## src/hdl/btb_pkg.sv

```systemverilog
//------------------------------
// btb widths, entry struct, read/write request structs
// and the per-line and window response structs
//------------------------------
`default_nettype none

package btb_pkg;

   //------------------------------
   // geometry
   //------------------------------

   // 32 fetch lines, split even/odd across two banks
   localparam int INDEX_W = 5;
   // tag compared against the stored entry
   localparam int TAG_W   = 9;
   // branch target payload
   localparam int TGT_W   = 20;
   // branch slots per line
   localparam int SLOTS   = 2;
   localparam int SLOT_W  = 1;
   // set associativity
   localparam int WAYS    = 2;

   //------------------------------
   // stored entry
   //------------------------------

   // one way of one line
   typedef struct packed {
      logic              valid;
      logic [TAG_W-1:0]  tag;
      // slot within the line that holds the branch
      logic [SLOT_W-1:0] slot;
      logic [TGT_W-1:0]  target;
   } btb_entry_t;

   //------------------------------
   // requests
   //------------------------------

   // read strobe, looks up the fetch line and the line after it
   typedef struct packed {
      logic               valid;
      logic [INDEX_W-1:0] index;
      // tag of the fetch line
      logic [TAG_W-1:0]   tag;
      // tag of index plus one
      logic [TAG_W-1:0]   tag_p1;
      // first slot of the window in the fetch line
      logic [SLOT_W-1:0]  start;
   } btb_rd_req_t;

   // write strobe, replaces one way of one line
   // clear entry.valid to invalidate that way
   typedef struct packed {
      logic                     valid;
      logic [INDEX_W-1:0]       index;
      logic [$clog2(WAYS)-1:0]  way;
      btb_entry_t               entry;
   } btb_wr_req_t;

   //------------------------------
   // responses
   //------------------------------

   // result of one bank, already resolved per slot
   typedef struct packed {
      logic                        valid;
      // bank held the fetch line, not the next line
      logic                        first;
      logic [SLOT_W-1:0]           start;
      logic [SLOTS-1:0]            hit;
      logic [SLOTS-1:0][TGT_W-1:0] target;
   } btb_line_rsp_t;

   // window of slots starting at the fetch start
   typedef struct packed {
      logic                        valid;
      logic [SLOTS-1:0]            hit;
      logic [SLOTS-1:0][TGT_W-1:0] target;
   } btb_rd_rsp_t;

endpackage

`default_nettype wire
```

## src/hdl/btb_mem.sv

```systemverilog
//------------------------------
// btb top: even bank, odd bank and window aligner
//------------------------------
`timescale 1ns/1ps
`default_nettype none

module btb_mem (
   input  logic                 clk,
   input  logic                 rst,
   input  btb_pkg::btb_rd_req_t rd_req,
   input  btb_pkg::btb_wr_req_t wr_req,
   output btb_pkg::btb_rd_rsp_t rd_rsp
);
   import btb_pkg::*;

   // registered per-bank results
   btb_line_rsp_t bank_even_rsp;
   btb_line_rsp_t bank_odd_rsp;

   //------------------------------
   // banks
   //------------------------------

   // even index lines
   btb_bank #(
      .PARITY (0)
   ) u_bank_even (
      .clk      (clk),
      .rst      (rst),
      .rd_req   (rd_req),
      .wr_req   (wr_req),
      .line_rsp (bank_even_rsp)
   );

   // odd index lines
   btb_bank #(
      .PARITY (1)
   ) u_bank_odd (
      .clk      (clk),
      .rst      (rst),
      .rd_req   (rd_req),
      .wr_req   (wr_req),
      .line_rsp (bank_odd_rsp)
   );

   //------------------------------
   // window align
   //------------------------------

   // combinational, same cycle as the bank registers
   btb_window_align u_align (
      .bank_even_rsp (bank_even_rsp),
      .bank_odd_rsp  (bank_odd_rsp),
      .rd_rsp        (rd_rsp)
   );

endmodule

`default_nettype wire

```

## src/hdl/btb_window_align.sv

```systemverilog
//------------------------------
// btb window align: line ordering and slot window select
//------------------------------
`timescale 1ns/1ps
`default_nettype none

module btb_window_align (
   input  btb_pkg::btb_line_rsp_t bank_even_rsp,
   input  btb_pkg::btb_line_rsp_t bank_odd_rsp,
   output btb_pkg::btb_rd_rsp_t   rd_rsp
);
   import btb_pkg::*;

   // fetch line and next line after reordering
   btb_line_rsp_t                   line0;
   btb_line_rsp_t                   line1;

   // both lines laid end to end, fetch line in the low slots
   logic [2*SLOTS-1:0]              hit_cat;
   logic [2*SLOTS-1:0][TGT_W-1:0]   tgt_cat;

   // position of each window slot in the concatenation
   logic [SLOTS-1:0][SLOT_W:0]      sel;

   //------------------------------
   // line order
   //------------------------------

   // banks are even/odd, the fetch line can sit in either
   // even bank first flag decides the order
   assign line0 = bank_even_rsp.first ? bank_even_rsp : bank_odd_rsp;
   assign line1 = bank_even_rsp.first ? bank_odd_rsp  : bank_even_rsp;

   assign hit_cat = {line1.hit, line0.hit};
   assign tgt_cat = {line1.target, line0.target};

   //------------------------------
   // window
   //------------------------------

   // start 0 -> L0 s0, L0 s1
   // start 1 -> L0 s1, L1 s0
   always_comb begin
      for (int s = 0; s < SLOTS; s++) begin
         sel[s] = {1'b0, line0.start} + (SLOT_W + 1)'(s);
      end
   end

   // misses show a zero target
   always_comb begin
      for (int s = 0; s < SLOTS; s++) begin
         rd_rsp.hit[s] = hit_cat[sel[s]];
         if (hit_cat[sel[s]]) begin
            rd_rsp.target[s] = tgt_cat[sel[s]];
         end else begin
            rd_rsp.target[s] = '0;
         end
      end
   end

   // both banks register the same strobe
   assign rd_rsp.valid = line0.valid & line1.valid;

endmodule

`default_nettype wire

```

## src/hdl/btb_bank.sv

```systemverilog
//------------------------------
// one btb bank: entry storage, valid bits,
// read register, tag compare and per-slot hit
//------------------------------
`timescale 1ns/1ps
`default_nettype none

module btb_bank #(
   parameter int PARITY = 0
) (
   input  logic                   clk,
   input  logic                   rst,
   input  btb_pkg::btb_rd_req_t   rd_req,
   input  btb_pkg::btb_wr_req_t   wr_req,
   output btb_pkg::btb_line_rsp_t line_rsp
);
   import btb_pkg::*;

   // index bit 0 picks the bank, the rest picks the row
   localparam int   ROW_W    = INDEX_W - 1;
   localparam int   ROWS     = 1 << ROW_W;
   localparam logic BANK_BIT = 1'(PARITY);

   // entry payload, written only when validating
   btb_entry_t                    mem [ROWS][WAYS];
   // valid bits, cleared by reset
   logic [ROWS-1:0][WAYS-1:0]     vld;

   // read address side
   logic                          fetch_here;
   logic [INDEX_W-1:0]            next_index;
   logic [INDEX_W-1:0]            rd_index;
   logic [ROW_W-1:0]              rd_row;
   logic [TAG_W-1:0]              rd_tag;
   btb_entry_t                    rd_way [WAYS];

   // read register stage
   logic                          rsp_valid_q;
   logic                          first_q;
   logic [SLOT_W-1:0]             start_q;
   logic [TAG_W-1:0]              tag_q;
   btb_entry_t                    way_q [WAYS];

   // compare stage
   logic [WAYS-1:0][SLOTS-1:0]    match;
   logic [SLOTS-1:0]              hit;
   logic [SLOTS-1:0][TGT_W-1:0]   target;

   // write side
   logic                          wr_here;
   logic [ROW_W-1:0]              wr_row;

   //------------------------------
   // write
   //------------------------------

   // only writes whose low index bit matches this bank
   assign wr_here = wr_req.valid && (wr_req.index[0] == BANK_BIT);
   assign wr_row  = wr_req.index[INDEX_W-1:1];

   // payload only moves on a validating write
   // an invalidate leaves the old data behind the cleared valid bit
   always_ff @(posedge clk) begin
      if (wr_here && wr_req.entry.valid) begin
         mem[wr_row][wr_req.way] <= wr_req.entry;
      end
   end

   // valid follows the entry valid of every write to this bank
   always_ff @(posedge clk) begin
      if (rst) begin
         vld <= '0;
      end else if (wr_here) begin
         vld[wr_row][wr_req.way] <= wr_req.entry.valid;
      end
   end

   //------------------------------
   // read address
   //------------------------------

   // fetch line lives here when its low bit is ours
   assign fetch_here = (rd_req.index[0] == BANK_BIT);

   // next line, 31 wraps to 0
   assign next_index = rd_req.index + INDEX_W'(1);

   // otherwise this bank serves the next line
   // whose low bit is ours by construction
   assign rd_index = fetch_here ? rd_req.index : next_index;
   assign rd_row   = rd_index[INDEX_W-1:1];

   // tag that goes with the line this bank serves
   assign rd_tag = fetch_here ? rd_req.tag : rd_req.tag_p1;

   // both ways of the row, valid taken from the valid bits
   always_comb begin
      for (int w = 0; w < WAYS; w++) begin
         rd_way[w]       = mem[rd_row][w];
         rd_way[w].valid = vld[rd_row][w];
      end
   end

   //------------------------------
   // read register
   //------------------------------

   // response valid one cycle after the strobe
   always_ff @(posedge clk) begin
      if (rst) begin
         rsp_valid_q <= 1'b0;
      end else begin
         rsp_valid_q <= rd_req.valid;
      end
   end

   // line order and window start for the aligner
   always_ff @(posedge clk) begin
      if (rst) begin
         first_q <= 1'b0;
         start_q <= '0;
      end else if (rd_req.valid) begin
         first_q <= fetch_here;
         start_q <= rd_req.start;
      end
   end

   // sampled before any write at the same edge lands
   always_ff @(posedge clk) begin
      if (rd_req.valid) begin
         tag_q <= rd_tag;
         for (int w = 0; w < WAYS; w++) begin
            way_q[w] <= rd_way[w];
         end
      end
   end

   //------------------------------
   // tag compare and way select
   //------------------------------

   // way hits a slot on valid, tag and slot number
   always_comb begin
      for (int w = 0; w < WAYS; w++) begin
         for (int s = 0; s < SLOTS; s++) begin
            match[w][s] = way_q[w].valid &&
                          (way_q[w].tag == tag_q) &&
                          (way_q[w].slot == SLOT_W'(s));
         end
      end
   end

   // scan from the top way down so way 0 wins
   // target of a miss is don't care, zeroed in the aligner
   always_comb begin
      for (int s = 0; s < SLOTS; s++) begin
         hit[s]    = 1'b0;
         target[s] = way_q[0].target;
         for (int w = WAYS - 1; w >= 0; w--) begin
            if (match[w][s]) begin
               hit[s]    = 1'b1;
               target[s] = way_q[w].target;
            end
         end
         // no hit outside a response cycle
         hit[s] = hit[s] & rsp_valid_q;
      end
   end

   //------------------------------
   // line response
   //------------------------------

   assign line_rsp.valid  = rsp_valid_q;
   assign line_rsp.first  = first_q;
   assign line_rsp.start  = start_q;
   assign line_rsp.hit    = hit;
   assign line_rsp.target = target;

endmodule

`default_nettype wire

```

## config.mk

```make
export PLATFORM = sky130hd
export DESIGN_NAME = btb_mem
export DESIGN_NICKNAME = d
export VERILOG_FILES = /design/src/hdl/btb_pkg.sv /design/src/hdl/btb_mem.sv /design/src/hdl/btb_window_align.sv /design/src/hdl/btb_bank.sv
export SDC_FILE = /design/constraint.sdc
export NUM_CORES = 2
export LEC_CHECK = 0
export BUFFER_PORTS_ARGS = -buffer_cell sky130_fd_sc_hd__buf_2
export CAP_MARGIN = 20
export CORE_UTILIZATION = 55
export DETAILED_ROUTE_END_ITERATION = 16
export PLACE_DENSITY = 0.8
export SYNTH_ARGS = -nofsm -noshare
export SYNTH_HDL_FRONTEND = slang
export SYNTH_HIERARCHICAL = 1
export SYNTH_SLANG_ARGS = --single-unit
```

## constraint.sdc

```tcl
create_clock -name clk -period 5.28 [get_ports clk]
set_input_delay 1.056 -clock clk [delete_from_list [all_inputs] [get_ports clk]]
set_output_delay 1.056 -clock clk [all_outputs]
set_load 0.01 [all_outputs]
```

# == Word-level counts from Yosys, hierarchy flattened ==
# Memories as Yosys holds them, arrays and structs flattened.
# Cells that the tools add are included.
# op_classes
addsub,2
magnitude_cmp,10
eq_ne,4
n_mux,50
bitwise_logic,12
reduce_logical,19
# op_table
cell,count
20-bit two-way mux,13
62-bit two-way mux,2
42-bit two-way mux,2
32-bit bitwise mux,2
20-bit binary-select mux with 2-bit select,1
9-bit == test,4
31-bit demux with 1-bit select,1
31-bit two-way mux,1
1-bit logical AND,19
9-bit two-way mux,2
2-bit binary-select mux with 4-bit select,2
1-bit two-way mux,16
4-bit by 5-bit < comparator with 1-bit output (second input constant),3
5-bit two-way mux,2
2-bit demux with 4-bit select,1
2-bit two-way mux,3
1-bit NOT,6
5-bit by 1-bit adder with 5-bit output (second input constant),1
1-bit AND,5
4-bit by 1-bit >= comparator with 1-bit output (second input constant),1
1-bit by 3-bit < comparator with 1-bit output (second input constant),1
2-bit by 3-bit < comparator with 1-bit output (second input constant),1
1-bit by 1-bit adder with 2-bit output (second input constant),1
1-bit binary-select mux with 2-bit select,1
6 further kinds,6
# totals
register_bits,85
mem_bits_rw,2108
output_inout_bits,43
word_cells,138
memories,4
# mem_list
memory,depth,width,read_ports,rd_ports_with_merged_regs,write_ports,line,source
u_bank_even.mem,16,62,1,0,1,btb_bank.sv:25,btb_entry_t mem [ROWS][WAYS];
u_bank_odd.mem,16,62,1,0,1,btb_bank.sv:25,
u_bank_even.way_q,2,31,2,0,2,btb_bank.sv:42,btb_entry_t way_q [WAYS];
u_bank_odd.way_q,2,31,2,0,2,btb_bank.sv:42,

# == Depth between registers and ports, before layout ==
# An unclocked memory read counts as a cell.
# depth
word_depth,11
mapped_depth,9

# == Modules after synthesis ==
# Netlist, hierarchy kept.
# modules_own_cells
mod,instances,cells_each,area_each_um2,seq_area_each_um2
btb_bank (u_bank_odd),1,1745,41010.6,31660.4
btb_bank (u_bank_even),1,1893,40777.9,31660.4
btb_window_align,1,261,2129.5,0.0

# == Worst setup path after synthesis ==
# No wires, ideal clock.
# synth_timing
path_type,input -> register
from,input wr_req[32] (netlist bit)
to,memory u_bank_even/mem[13][0] (netlist bit) (enable)
setup_ns,0.418
arrival_ns,3.119
required_time_ns,4.862
slack_ns,1.743
path_stages,5
n_path_buf,2
cell_sequence,and3b_1 clkbuf_1 nand2_1 clkbuf_1 nor2_1
# synth_between
elab_chain_len,5
# synth_lines
element,line,source
from (decl),btb_mem.sv:11,"input btb_pkg::btb_wr_req_t wr_req,"
1-bit NOT,btb_bank.sv:58,assign wr_here = wr_req.valid && (wr_req.index[0] == BANK_BIT);
1-bit logical AND,btb_bank.sv:58,
1-bit logical AND,btb_bank.sv:64,if (wr_here && wr_req.entry.valid) begin
1-bit two-way mux,btb_bank.sv:64,
62-bit two-way mux (not written as such),btb_bank.sv:65,mem[wr_row][wr_req.way] <= wr_req.entry;
to (decl),btb_bank.sv:25,
# No other way between the ends.

==> impl_results.rst <==
.. list-table::
   :header-rows: 1

   * - Metric
     - Value
   * - Outcome
     - finished, final reports clean
   * - Clock tree from TritonCTS
     - yes
   * - Worst Skew
     - 0.0322 ns
   * - Number of instances in the synthesized netlist
     - 3895
   * - Number of hold violations in the final report
     - 0
   * - Worst Tran Pin Value
     - 1.13 ns
   * - Launching point of the worst reg2reg path
     - u_bank_odd/mem[12][16]
   * - Pwr/cell area
     - 373 nW/um2
   * - R2R Setup Slk
     - 3.28 ns
   * - Row count
     - 142
   * - Largest fanout on the critical path
     - 20
   * - Final cycle utilization of the critical path
     - 95.7%
   * - CP Capture Type
     - output pin
   * - Shortest period the worst path allows
     - 5.05 ns
   * - Final std cells w/o fill
     - 6297
   * - Worst reg-to-reg path cell count
     - 2
   * - Placer's final routability congestion estimate
     - 0.846
   * - Cell at the root of the clock tree
     - sky130_fd_sc_hd__clkbuf_16
   * - Maximum root-to-sink buffer count
     - 3
   * - Critical Path RT
     - 4.22 ns
   * - Mapped Nets
     - 3961
   * - Most common cell after layout, fill and taps aside
     - sky130_fd_sc_hd__edfxtp_1
   * - Clock sink total
     - 2131
   * - Relative slew margins
     - 24.6%
   * - Worst slack on hold paths
     - 0.456 ns
   * - Fin. max-slew vios
     - 0
   * - Routed length per instance
     - 35.8 um
   * - Worst hold path stage count
     - 2
   * - Initial core utilization
     - 55.7%
   * - Overall global routing resource usage
     - 29.5%
   * - Pin count of the biggest net entering global routing
     - 124
   * - Antenna violations before repair
     - 31
   * - Count of input and output buffers
     - 107
   * - Yosys warns
     - 6
   * - RSZ-0062 raised after global routing
     - no
   * - Die height
     - 393 um
   * - Post-DP HPWL
     - 119000 um
   * - Total vias in the final route
     - 43522
   * - Worst Hold Path EP
     - u_bank_odd/vld[26]
   * - Antenna-violating nets left
     - 0
   * - Max-cap violations
     - 0
   * - Total negative setup slack
     - 0 ns
   * - Highest clock frequency the design can meet
     - 0.198 GHz
   * - Hold_sp
     - u_bank_odd/vld[26]
   * - Nets
     - 4178
   * - Horizontal die dimension
     - 393 um
   * - Number of inserted filler cells in the final layout
     - 9510
   * - Number of buffers inserted by hold repair at cts
     - 0
   * - Depth of the CTS H-tree
     - 4
   * - Number of buffers created by CTS
     - 194
   * - Post-synthesis cell area
     - 83900 um2
   * - Cell leakage power
     - 29.7 nW
   * - Crit Path Class
     - register to output pin
   * - Worst Path Arrival
     - 4.00 ns
   * - Remaining global-route overflow
     - 0
   * - Worst r2r dst
     - u_bank_odd/way_q[0][47]
   * - DRC Markers
     - 0
   * - Startpoint type of the worst setup path
     - register
   * - Instance count after placement with tap cells included
     - 5898
   * - Post-layout total power
     - 35.2 mW
   * - Die ar.
     - 154000 um2
   * - Clock slew seen by the registers of the worst setup and hold paths
     - 0.07 ns
   * - Vias per std cell
     - 6.91
   * - Peak supply drop
     - 0.000331 V
   * - Via count of the first global-routing pass
     - 43754
   * - Initial DRT Pass Iterations
     - 6
   * - Setup violations, final
     - 0
   * - Class of the most critical hold timing path
     - register to register
   * - First-pass GRT wire length
     - 317000 um
   * - Share of layout cells above drive strength 1
     - 30.1%
   * - Boundary Pins
     - 108
   * - Core outline area
     - 151000 um2
   * - Clock latency of the later-clocked register in the worst-skew pair
     - 0.83 ns
   * - Number of DRC markers after the initial detailed-route iteration
     - 6083
   * - Area growth from synthesis to layout
     - 12.4%
   * - Mean instance size in the synthesized netlist
     - 21.5 um2
   * - Highest-count cells in the layout ignoring fill and taps
     - sky130_fd_sc_hd__edfxtp_1, sky130_fd_sc_hd__mux4_2, sky130_fd_sc_hd__nand2_1
   * - Final Routed Wirelength
     - 226000 um
==> layout make-up <==
cell class | instances | area (um2) | area share, %
well taps | 2016 | 2520 | 2.68
inverters | 9 | 33.8 | 0.0358
multi-input cells | 1502 | 19600 | 20.8
diodes | 8 | 20.0 | 0.0212
clock inverters | 120 | 1150 | 1.22
repair buffers | 274 | 2450 | 2.60
flip-flops and latches | 2131 | 63300 | 67.1
clock buffers | 237 | 5200 | 5.51
==> stage by stage <==
stage | area [um2] | util [%] | setup WS, ns
6_report | 94300 | 62.6 | 0.225
5_1_grt | 94300 | 62.6 | 0.253
4_1_cts | 93600 | 62.2 | 0.298
3_5_place_dp | 87300 | 57.9 | 0.993
3_3_place_gp | 87200 | 57.9 | 1.10
2_1_floorplan | 83900 | - | 1.74
==> state kept, by name (all words and copies together), names as in the netlist, 9 cells and up <==
name	flops
u_bank_odd/mem	960
u_bank_even/tag_q	9
u_bank_odd/vld	32
u_bank_odd/tag_q	9
u_bank_even/mem	960
u_bank_odd/way_q	62
u_bank_even/way_q	62
u_bank_even/vld	32
==> repair_timing <==
item | CTS | global route
gates resized for setup | 0 | 0
endpoints found under the setup margin | 7 | 0
setup buffers | 3 | 0
==> power by group <==
group / switching [mW] / internal (mW)
clock: 6.15 / 8.02
sequential: 0.175 / 18.7
combinational: 1.24 / 0.882
==> worst max-delay path, cell delays in order (launching register included) <==
cell	delay (ns)
sky130_fd_sc_hd__edfxtp_1	0.44
sky130_fd_sc_hd__xnor2_1	0.34
sky130_fd_sc_hd__nand4_1	0.21
sky130_fd_sc_hd__nor4_1	0.37
sky130_fd_sc_hd__buf_4	0.18
sky130_fd_sc_hd__o31a_1	0.34
sky130_fd_sc_hd__buf_4	0.46
sky130_fd_sc_hd__mux2_4	0.35
sky130_fd_sc_hd__nand4b_1	0.08
sky130_fd_sc_hd__nand4_1	0.19
sky130_fd_sc_hd__buf_2	0.20
==> metal layers <==
layer | GRT usage, % | up-vias | part of all wire, %
li1 | - | 16862 | -
met1 | 37.7 | 22667 | 34
met2 | 47.5 | 3274 | 49
met3 | 7.70 | 671 | 12
met4 | 13.4 | 48 | 5.2
met5 | 0 | - | 0.12
==> worst max path at each step <==
stage                              start                endpoint  slack [ns]  cells after the start
global placement    u_bank_even/tag_q[7]              rd_rsp[17]        1.10                      9
detailed placement  u_bank_even/tag_q[7]               rd_rsp[5]        0.99                      9
CTS                 u_bank_even/tag_q[1]              rd_rsp[36]        0.30                     10
global route        u_bank_even/tag_q[1]              rd_rsp[36]        0.25                     10
floorplan                     wr_req[32]  u_bank_even/mem[13][0]        1.74                      5
finish              u_bank_even/tag_q[1]              rd_rsp[26]        0.23                     10
Note: power is estimated with default switching activity, not from simulation.
